<file path="src/logic/core_cfg_pkg.sv">
// core widths and memory map; reset_pc and the mapped addresses are only defaults for core_top
`default_nettype none

package core_cfg_pkg;

    localparam int data_width    = 32;
    localparam int addr_width    = 32;
    localparam int num_regs      = 32;
    localparam int reg_sel_width = 5;

    typedef logic [data_width-1:0]    word_t;
    typedef logic [addr_width-1:0]    addr_t;
    typedef logic [reg_sel_width-1:0] reg_sel_t;

    // first fetch address
    localparam addr_t reset_pc = '0;

    // stores here never reach memory
    localparam addr_t out_port_addr = addr_t'(1000);
    localparam addr_t halt_addr     = addr_t'(1004);

    typedef enum logic [1:0] {
        FETCH,
        WAIT_INSTR,
        WAIT_MEM,
        HALTED
    } ctl_state_t;

endpackage

`default_nettype wire

</file>
<file path="src/logic/rv_isa_pkg.sv">
// RV32I encodings for the subset this core runs; RV32M and other opcodes are not listed
`default_nettype none

package rv_isa_pkg;

    typedef logic [31:0] instr_t;
    typedef logic [6:0]  opcode_t;
    typedef logic [2:0]  funct3_t;
    typedef logic [6:0]  funct7_t;

    // funct7 in the upper bits, funct3 in the lower bits
    typedef logic [$bits(funct7_t)+$bits(funct3_t)-1:0] alu_funct_t;

    localparam opcode_t op_opimm  = 7'b0010011;
    localparam opcode_t op_load   = 7'b0000011;
    localparam opcode_t op_store  = 7'b0100011;
    localparam opcode_t op_branch = 7'b1100011;
    localparam opcode_t op_op     = 7'b0110011;
    localparam opcode_t op_lui    = 7'b0110111;
    localparam opcode_t op_auipc  = 7'b0010111;

    localparam funct3_t f3_addi = 3'b000;
    localparam funct3_t f3_beq  = 3'b000;
    localparam funct3_t f3_bne  = 3'b001;

    localparam alu_funct_t fn_add  = {7'b0000000, 3'b000};
    localparam alu_funct_t fn_sub  = {7'b0100000, 3'b000};
    localparam alu_funct_t fn_sll  = {7'b0000000, 3'b001};
    localparam alu_funct_t fn_slt  = {7'b0000000, 3'b010};
    localparam alu_funct_t fn_sltu = {7'b0000000, 3'b011};
    localparam alu_funct_t fn_xor  = {7'b0000000, 3'b100};
    localparam alu_funct_t fn_srl  = {7'b0000000, 3'b101};
    localparam alu_funct_t fn_sra  = {7'b0100000, 3'b101};
    localparam alu_funct_t fn_or   = {7'b0000000, 3'b110};
    localparam alu_funct_t fn_and  = {7'b0000000, 3'b111};

endpackage

`default_nettype wire

</file>
<file path="src/logic/regfile_if.sv">
// register file port bundle; reads are combinational, writes land on the clock edge
`timescale 1ns/1ns
`default_nettype none

interface regfile_if;
    import core_cfg_pkg::*;

    reg_sel_t rs1_sel;
    reg_sel_t rs2_sel;
    word_t    rs1_data;
    word_t    rs2_data;
    reg_sel_t wr_sel;
    word_t    wr_data;
    logic     wr_en;

    modport owner (input rs1_sel, rs2_sel, wr_sel, wr_data, wr_en, output rs1_data, rs2_data);

    modport user (output rs1_sel, rs2_sel, wr_sel, wr_data, wr_en, input rs1_data, rs2_data);

endinterface

`default_nettype wire

</file>
<file path="src/logic/instr_decoder.sv">
// purely combinational field split; fields are valid for any word, legal or not
`timescale 1ns/1ns
`default_nettype none

module instr_decoder (
    input  wire rv_isa_pkg::instr_t      instr,
    output rv_isa_pkg::opcode_t          opcode,
    output rv_isa_pkg::funct3_t          funct3,
    output rv_isa_pkg::alu_funct_t       alu_funct,
    output core_cfg_pkg::reg_sel_t       rd,
    output core_cfg_pkg::reg_sel_t       rs1,
    output core_cfg_pkg::reg_sel_t       rs2,
    output core_cfg_pkg::word_t          imm_i,
    output core_cfg_pkg::word_t          imm_s,
    output core_cfg_pkg::word_t          imm_b,
    output core_cfg_pkg::word_t          imm_u
);
    import core_cfg_pkg::*;

    assign opcode    = instr[6:0];
    assign rd        = instr[11:7];
    assign funct3    = instr[14:12];
    assign rs1       = instr[19:15];
    assign rs2       = instr[24:20];
    assign alu_funct = {instr[31:25], instr[14:12]};

    assign imm_i = {{(data_width-12){instr[31]}}, instr[31:20]};

    // S type splits the offset around rd
    assign imm_s = {{(data_width-12){instr[31]}}, instr[31:25], instr[11:7]};

    // B type offset in bytes, bit 0 always zero
    assign imm_b = {{(data_width-13){instr[31]}}, instr[31], instr[7],
                    instr[30:25], instr[11:8], 1'b0};

    assign imm_u = {instr[31:12], 12'b0};

endmodule

`default_nettype wire

</file>
<file path="src/logic/alu.sv">
// combinational datapath for OP, ADDI, branch compare and load/store address; no overflow flags
`timescale 1ns/1ns
`default_nettype none

module alu (
    input  wire rv_isa_pkg::alu_funct_t  alu_funct,
    input  wire rv_isa_pkg::funct3_t     funct3,
    input  wire rv_isa_pkg::opcode_t     opcode,
    input  wire core_cfg_pkg::word_t     rs1_data,
    input  wire core_cfg_pkg::word_t     rs2_data,
    input  wire core_cfg_pkg::word_t     imm_i,
    input  wire core_cfg_pkg::word_t     imm_s,
    output core_cfg_pkg::word_t          result,
    output core_cfg_pkg::addr_t          eff_addr,
    output logic                         take_branch
);
    import core_cfg_pkg::*;
    import rv_isa_pkg::*;

    localparam int shamt_width = $clog2(data_width);

    logic [shamt_width-1:0] shamt;
    logic                   operands_equal;

    assign shamt          = rs2_data[shamt_width-1:0];
    assign operands_equal = (rs1_data == rs2_data);

    always_comb begin
        result = '0;
        if (opcode == op_opimm) begin
            result = rs1_data + imm_i;
        end else if (opcode == op_op) begin
            case (alu_funct)
                fn_add:  result = rs1_data + rs2_data;
                fn_sub:  result = rs1_data - rs2_data;
                fn_slt:  result = word_t'($signed(rs1_data) < $signed(rs2_data));
                fn_sltu: result = word_t'(rs1_data < rs2_data);
                fn_and:  result = rs1_data & rs2_data;
                fn_or:   result = rs1_data | rs2_data;
                fn_xor:  result = rs1_data ^ rs2_data;
                fn_sll:  result = rs1_data << shamt;
                fn_srl:  result = rs1_data >> shamt;
                fn_sra:  result = word_t'($signed(rs1_data) >>> shamt);
                default: result = '0;
            endcase
        end
    end

    // stores use the split S immediate, loads the I immediate
    assign eff_addr = (opcode == op_store) ? rs1_data + imm_s : rs1_data + imm_i;

    assign take_branch = (opcode == op_branch) &&
                         (((funct3 == f3_beq) && operands_equal) ||
                          ((funct3 == f3_bne) && !operands_equal));

endmodule

`default_nettype wire

</file>
<file path="src/logic/register_file.sv">
// 32 x 32 registers with async reset to zero; x0 is hardwired and drops writes
`timescale 1ns/1ns
`default_nettype none

module register_file (
    input  wire      clk,
    input  wire      rst,
    regfile_if.owner rf
);
    import core_cfg_pkg::*;

    word_t regs [num_regs];

    always_ff @(posedge clk or posedge rst) begin
        if (rst) begin
            for (int i = 0; i < num_regs; i++) begin
                regs[i] <= '0;
            end
        end else if (rf.wr_en && (rf.wr_sel != '0)) begin
            regs[rf.wr_sel] <= rf.wr_data;
        end
    end

    // x0 forced on the read side as well
    assign rf.rs1_data = (rf.rs1_sel == '0) ? '0 : regs[rf.rs1_sel];
    assign rf.rs2_data = (rf.rs2_sel == '0) ? '0 : regs[rf.rs2_sel];

endmodule

`default_nettype wire

</file>
<file path="src/logic/core_control.sv">
// multi-cycle control; memory must latch a request pulse and ack it one or more cycles later
`timescale 1ns/1ns
`default_nettype none

module core_control #(
    parameter core_cfg_pkg::addr_t reset_pc      = core_cfg_pkg::reset_pc,
    parameter core_cfg_pkg::addr_t out_port_addr = core_cfg_pkg::out_port_addr,
    parameter core_cfg_pkg::addr_t halt_addr     = core_cfg_pkg::halt_addr
) (
    input  wire                  clk,
    input  wire                  rst,
    input  wire core_cfg_pkg::word_t mem_rd_data,
    input  wire                  mem_ack,
    output core_cfg_pkg::addr_t  mem_addr,
    output core_cfg_pkg::word_t  mem_wr_data,
    output logic                 mem_rd_req,
    output logic                 mem_wr_req,
    output core_cfg_pkg::word_t  out,
    output logic                 outen,
    output logic                 halt,
    output core_cfg_pkg::addr_t  pc,
    regfile_if.user              rf
);
    import core_cfg_pkg::*;
    import rv_isa_pkg::*;

    ctl_state_t state;
    ctl_state_t next_state;
    addr_t      next_pc;
    reg_sel_t   load_rd;
    reg_sel_t   next_load_rd;

    opcode_t    opcode;
    funct3_t    funct3;
    alu_funct_t alu_funct;
    reg_sel_t   rd;
    reg_sel_t   rs1;
    reg_sel_t   rs2;
    word_t      imm_i;
    word_t      imm_s;
    word_t      imm_b;
    word_t      imm_u;
    word_t      alu_result;
    addr_t      eff_addr;
    logic       take_branch;

    // instruction word is only meaningful in the WAIT_INSTR ack cycle
    instr_decoder u_decoder (
        .instr     (mem_rd_data),
        .opcode    (opcode),
        .funct3    (funct3),
        .alu_funct (alu_funct),
        .rd        (rd),
        .rs1       (rs1),
        .rs2       (rs2),
        .imm_i     (imm_i),
        .imm_s     (imm_s),
        .imm_b     (imm_b),
        .imm_u     (imm_u)
    );

    alu u_alu (
        .alu_funct   (alu_funct),
        .funct3      (funct3),
        .opcode      (opcode),
        .rs1_data    (rf.rs1_data),
        .rs2_data    (rf.rs2_data),
        .imm_i       (imm_i),
        .imm_s       (imm_s),
        .result      (alu_result),
        .eff_addr    (eff_addr),
        .take_branch (take_branch)
    );

    assign rf.rs1_sel = rs1;
    assign rf.rs2_sel = rs2;

    always_comb begin
        logic  fetch_next;
        addr_t fetch_pc;

        fetch_next   = 1'b0;
        fetch_pc     = pc + addr_t'(4);
        next_state   = state;
        next_pc      = pc;
        next_load_rd = load_rd;
        mem_addr     = '0;
        mem_wr_data  = '0;
        mem_rd_req   = 1'b0;
        mem_wr_req   = 1'b0;
        out          = '0;
        outen        = 1'b0;
        halt         = 1'b0;
        rf.wr_sel    = rd;
        rf.wr_data   = alu_result;
        rf.wr_en     = 1'b0;

        case (state)
            FETCH: begin
                // no request while reset is held
                if (!rst) begin
                    mem_addr   = pc;
                    mem_rd_req = 1'b1;
                    next_state = WAIT_INSTR;
                end
            end
            WAIT_INSTR: begin
                if (mem_ack) begin
                    case (opcode)
                        op_op: begin
                            rf.wr_en   = 1'b1;
                            fetch_next = 1'b1;
                        end
                        op_opimm: begin
                            if (funct3 == f3_addi) begin
                                rf.wr_en   = 1'b1;
                                fetch_next = 1'b1;
                            end else begin
                                next_state = HALTED;
                            end
                        end
                        op_lui: begin
                            rf.wr_data = imm_u;
                            rf.wr_en   = 1'b1;
                            fetch_next = 1'b1;
                        end
                        op_auipc: begin
                            // pc still points at this instruction
                            rf.wr_data = pc + imm_u;
                            rf.wr_en   = 1'b1;
                            fetch_next = 1'b1;
                        end
                        op_branch: begin
                            if (take_branch) begin
                                fetch_pc = pc + imm_b;
                            end
                            fetch_next = 1'b1;
                        end
                        op_load: begin
                            mem_addr     = eff_addr;
                            mem_rd_req   = 1'b1;
                            next_load_rd = rd;
                            next_state   = WAIT_MEM;
                        end
                        op_store: begin
                            if (eff_addr == out_port_addr) begin
                                out        = rf.rs2_data;
                                outen      = 1'b1;
                                fetch_next = 1'b1;
                            end else if (eff_addr == halt_addr) begin
                                next_state = HALTED;
                            end else begin
                                mem_addr     = eff_addr;
                                mem_wr_data  = rf.rs2_data;
                                mem_wr_req   = 1'b1;
                                // x0 target drops the writeback on ack
                                next_load_rd = '0;
                                next_state   = WAIT_MEM;
                            end
                        end
                        default: next_state = HALTED;
                    endcase
                end
            end
            WAIT_MEM: begin
                if (mem_ack) begin
                    rf.wr_sel  = load_rd;
                    rf.wr_data = mem_rd_data;
                    rf.wr_en   = 1'b1;
                    fetch_next = 1'b1;
                end
            end
            HALTED: begin
                halt = 1'b1;
            end
            default: next_state = HALTED;
        endcase

        // next fetch goes out in the same cycle the instruction retires
        if (fetch_next) begin
            next_pc    = fetch_pc;
            mem_addr   = fetch_pc;
            mem_rd_req = 1'b1;
            next_state = WAIT_INSTR;
        end
    end

    always_ff @(posedge clk or posedge rst) begin
        if (rst) begin
            state   <= FETCH;
            pc      <= reset_pc;
            load_rd <= '0;
        end else begin
            state   <= next_state;
            pc      <= next_pc;
            load_rd <= next_load_rd;
        end
    end

endmodule

`default_nettype wire

</file>
<file path="src/logic/core_top.sv">
// core without memory; the external memory sees pulse requests and answers with one ack each
`timescale 1ns/1ns
`default_nettype none

module core_top #(
    parameter core_cfg_pkg::addr_t reset_pc      = core_cfg_pkg::reset_pc,
    parameter core_cfg_pkg::addr_t out_port_addr = core_cfg_pkg::out_port_addr,
    parameter core_cfg_pkg::addr_t halt_addr     = core_cfg_pkg::halt_addr
) (
    input  wire                       clk,
    input  wire                       rst,
    input  wire core_cfg_pkg::word_t  mem_rd_data,
    input  wire                       mem_ack,
    output wire core_cfg_pkg::addr_t  mem_addr,
    output wire core_cfg_pkg::word_t  mem_wr_data,
    output wire                       mem_rd_req,
    output wire                       mem_wr_req,
    output wire core_cfg_pkg::word_t  out,
    output wire                       outen,
    output wire                       halt,
    output wire core_cfg_pkg::addr_t  pc
);

    regfile_if rf ();

    register_file u_regfile (
        .clk (clk),
        .rst (rst),
        .rf  (rf.owner)
    );

    core_control #(
        .reset_pc      (reset_pc),
        .out_port_addr (out_port_addr),
        .halt_addr     (halt_addr)
    ) u_control (
        .clk         (clk),
        .rst         (rst),
        .mem_rd_data (mem_rd_data),
        .mem_ack     (mem_ack),
        .mem_addr    (mem_addr),
        .mem_wr_data (mem_wr_data),
        .mem_rd_req  (mem_rd_req),
        .mem_wr_req  (mem_wr_req),
        .out         (out),
        .outen       (outen),
        .halt        (halt),
        .pc          (pc),
        .rf          (rf.user)
    );

endmodule

`default_nettype wire

</file>
<file path="config.mk">
export PLATFORM = sky130hd
export DESIGN_NAME = core_top
export DESIGN_NICKNAME = d
export VERILOG_FILES = /design/src/logic/core_cfg_pkg.sv /design/src/logic/rv_isa_pkg.sv /design/src/logic/regfile_if.sv /design/src/logic/instr_decoder.sv /design/src/logic/alu.sv /design/src/logic/register_file.sv /design/src/logic/core_control.sv /design/src/logic/core_top.sv
export SDC_FILE = /design/constraint.sdc
export NUM_CORES = 2
export LEC_CHECK = 0
export BUFFER_PORTS_ARGS = -buffer_cell sky130_fd_sc_hd__buf_2
export CORE_MARGIN = 4
export CORE_UTILIZATION = 55
export DETAILED_ROUTE_END_ITERATION = 6
export PLACE_DENSITY_LB_ADDON = 0.15
export SLEW_MARGIN = 20
export SYNTH_ARGS = -nofsm -noshare
export SYNTH_HDL_FRONTEND = slang
export SYNTH_SLANG_ARGS = --single-unit
</file>
<file path="constraint.sdc">
create_clock -name clk -period 52.9 [get_ports clk]
set_input_delay 7.935 -clock clk [delete_from_list [all_inputs] [get_ports clk]]
set_output_delay 7.935 -clock clk [all_outputs]
set_load 0.1 [all_outputs]
</file>
==> qor.csv <==
metric,value,unit
DR iter-0 viols,7905,
final setup fails,0,
hold slack,399,ps
Starting Density,55.5,%
Setup crit start,mem_rd_data[15],
vias in the first global route,62000,
Post-Route WL,312000,um
clk buf depth,3,
pin count of the biggest net entering global routing,158,
asr flop ratio synth,100,%
Routed wire per std cell,35.5,um
Final Net Count,7166,
CTS buffer count,113,
Max Cap Violations,0,
failing checks,DRC,
Achievable Freq,40.1,MHz
average size of a mapped cell,10.4,um^2
DPL Wire Length,216000,um
DRC viols,3,
critical path class,in -> out,
TNS Setup,0,ps
Antenna Violating Nets Remaining,0,
PostCTS Resize Cnt,0,
clock skew,89.7,ps
cell depth of the worst setup path,22,
unrepaired setup endpoints after global routing,false,
TritonCTS clock tree,yes,
post-synthesis sequential area ratio,35.8,%
most frequent CP cell,buf_4,
Post-Syn Instances,7137,
Final Hold Viols,0,
share of cells above drive strength 1,25.3,%
clk slew on worst S/H paths,60,ps
post-route insts no fill,8808,
static leakage,34.6,nW
IO Port Bufs,165,
ratio of final minimum period to clock period,47.1,%
H-tree Lvls,3,
"CP delay by family, top",buffers and inverters,
"Slew Viols, Final",0,
first-pass GRT wire length,450000,um
Yosys Warn Count,0,
Final min period,24910,ps
DR vias/cell,7.28,
Max transition margin,13.1,%
"Slowest-stage cell, CP",nor3_1,
CP startpoint kind,input port,
# rows,134,
die height,375,um
Worst Hold Class,reg -> reg,
CP max stage delay,820,ps
total grt overflow,0,
Pwr per Cell Area,24.1,nW/um^2
dominant register cell in the synthesized netlist,dfrtp_1,
final RePlAce weighted congestion,1.07,
I/O Pins,167,
hold buffer count at cts,0,
reg2reg start,u_regfile.regs[2],
Syn-to-layout area delta,8.14,%
Worst VDD drop,28.8,uV
Synth Net Count,7365,
cell area after synthesis,74200,um^2
post-synthesis register bit count,1062,
CTS Root Cell,clkbuf_16,
vias post-DR,64100,
clk sink count,1062,
worst-path cell chain,buf_8 > buf_4 > buf_12 > mux4_2 > a22oi_1 > nand4_1 > and3_1 > buf_4 > ha_1 > nand4_1 > nor3_1 > nor2_1 > mux2_2 > a311oi_1 > nand3b_1 > a2111oi_4 > nand4_2 > a21o_2 > buf_4 > o21ai_2 > o21ai_1 > buf_2,
setup bufs post-CTS,0,
worst r2r path cells,18,
pin slew with the least headroom to its limit,1290,ps
crit path DAT,16970,ps
dpl cells,8587,
Unique masters post-synth,118,
register-to-register setup slack,45030,ps
Post-synth EDFFs,0,
clk_lat worst skew,790,ps
CP max FO,92,
CP Buf/Inv Count,6,
total power,1.93,mW
r2r endpoint,u_regfile.regs[284],
CP Capture Type,primary output,
Fillers,11000,
TritonRoute pass-1 iters,7,
die width,375,um
status,finished with violations,
CP Capture Point,mem_addr[4],
antenna violations before repair,11,
die area,141000,um^2
"Data required, critical path",44970,ps
Total GRT Usage,43.7,%
core area,134000,um^2
## stage by stage
| stage | instance area, um^2 | worst slack, ps | utilization (%) |
|---|---|---|---|
| after detailed placement | 76200 | 28150 | 57.0 |
| after floorplan | 74200 | 9120 | - |
| after global routing | 80200 | 27560 | 60.0 |
| after CTS | 80100 | 28110 | 59.9 |
| final | 80200 | 27990 | 60.0 |
| after global placement | 76100 | 28010 | 57.0 |
## metal layers
layer / vias to the layer above / track usage (%) / part of all wire (%)
met2: 4218 / 63.8 / 43
li1: 26400 / - / -
met5: - / 0 / 0.015
met3: 1035 / 12.0 / 11
met4: 8 / 29.1 / 8.0
met1: 32500 / 57.5 / 38
## registers in the layout (all words and copies together) (netlist names)
name and cells:
u_control.load_rd 5, u_control.pc 31, u_regfile.regs 1024, u_control.state 2
## placed cells by master, fill, tap and decap left out, types with 23 or more instances in the layout
cell type and n:
clkbuf_8 23, or3_1 39, ha_1 187, or2_2 24, and3_1 56, buf_2 158, a21oi_1 301, nand2_1 836
o22ai_1 47, o21ai_1 162, nand2b_1 31, a31oi_1 70, mux2_2 536, clkbuf_16 113, nor3_1 59, o31ai_1 24
nand4_1 80, o41a_1 32, clkbuf_1 29, o211ai_1 60, buf_4 201, a22oi_1 78, nor2_2 23, a221oi_1 23
mux4_2 535, nor2_1 404, o21ai_0 509, mux2i_1 222, o21a_1 36, and2_1 26, xor2_1 46, a21o_1 66
o22a_1 34, dfrtp_1 1062, inv_1 124, a211oi_1 48, xnor2_1 86, nand3_1 88
## synthesized netlist by cell type (all sizes together) (15+ instances only)
| cell type | number | area, um^2 |
|---|---|---|
| o31ai | 25 | 188 |
| nor2 | 441 | 1680 |
| inv | 137 | 522 |
| and2 | 31 | 194 |
| o21a | 36 | 270 |
| a22o | 18 | 158 |
| mux4 | 535 | 12000 |
| o2111ai | 15 | 131 |
| nand2b | 31 | 194 |
| a21boi | 18 | 135 |
| ha | 187 | 2340 |
| xnor2 | 87 | 781 |
| o21bai | 22 | 165 |
| nand4 | 81 | 513 |
| a221oi | 24 | 216 |
| nor3 | 60 | 300 |
| xor2 | 46 | 403 |
| or4 | 16 | 124 |
| or2 | 37 | 231 |
| a21oi | 306 | 1540 |
| and3 | 56 | 350 |
| mux2i | 223 | 2240 |
| a21o | 67 | 503 |
| o41a | 32 | 360 |
| nand2 | 836 | 3140 |
| o21ai | 678 | 3400 |
| dfrtp | 1062 | 26600 |
| nor4 | 27 | 196 |
| mux2 | 541 | 6100 |
| a32oi | 16 | 140 |
| o211ai | 60 | 450 |
| o221ai | 22 | 193 |
| nand3 | 89 | 450 |
| o22a | 34 | 298 |
| a22oi | 79 | 593 |
| a31oi | 75 | 469 |
| o22ai | 53 | 377 |
| a211oi | 53 | 423 |
| buf | 209 | 1350 |
| or3 | 40 | 255 |
| clkbuf | 481 | 1810 |
| nor2b | 22 | 138 |
## cell type report
type	instances	area [um^2]	share of cell area, %
inverters	139	537	0.669
well taps	1768	2210	2.76
clock buffers	164	3240	4.04
multi-input cells	5246	44300	55.3
repair buffers	376	2600	3.24
flip-flops and latches	1062	26600	33.1
clock inverters	43	691	0.861
diodes	10	25.0	0.0312
## logic make-up after synthesis
family	count (synthesis)	synth area share (%)
and+or+nand+nor	1820	11.1
AOI/OAI and AO/OA	1800	15.7
muxes	1299	27.5
DFF	1062	35.8
buffers and inverters	829	4.98
adders and majority gates	193	3.32
xor gates and xnor gates	133	1.60
other	1	0.00506
## worst register-to-register path, cell delays in order (launching register included)
cell and delay (ps):
dfrtp_1 390, mux4_2 490, mux4_2 490, nor2b_1 690
or2_2 490, ha_1 480, nand2b_1 260, a221oi_1 730
a31oi_1 230, o211a_1 310, a211oi_1 450, a2111oi_0 230
buf_4 190, o41ai_1 380, xnor2_1 150, a211oi_1 1010
o21ai_2 90, buf_4 280, mux2_2 340
## worst min-delay path by stage
stage                               startpoint                    to  slack [ps]  cells past startpoint
final                     u_regfile.regs[1010]  u_regfile.regs[1010]         400                      0
after global routing       u_regfile.regs[993]   u_regfile.regs[993]         410                      0
after global placement    u_regfile.regs[1015]  u_regfile.regs[1015]         380                      0
after detailed placement  u_regfile.regs[1005]  u_regfile.regs[1005]         380                      0
after floorplan           u_regfile.regs[1000]  u_regfile.regs[1000]         440                      1
after CTS                  u_regfile.regs[999]   u_regfile.regs[999]         400                      0
## where the power goes
group	internal (mW)	leakage [nW]	switching, mW	total [mW]
combinational	0.0792	17.9	0.201	0.281
clock	0.486	1.91	0.354	0.840
sequential	0.813	14.8	0.000472	0.813
total	1.38	34.6	0.556	1.93
Note: power is estimated with default switching activity, not from simulation.
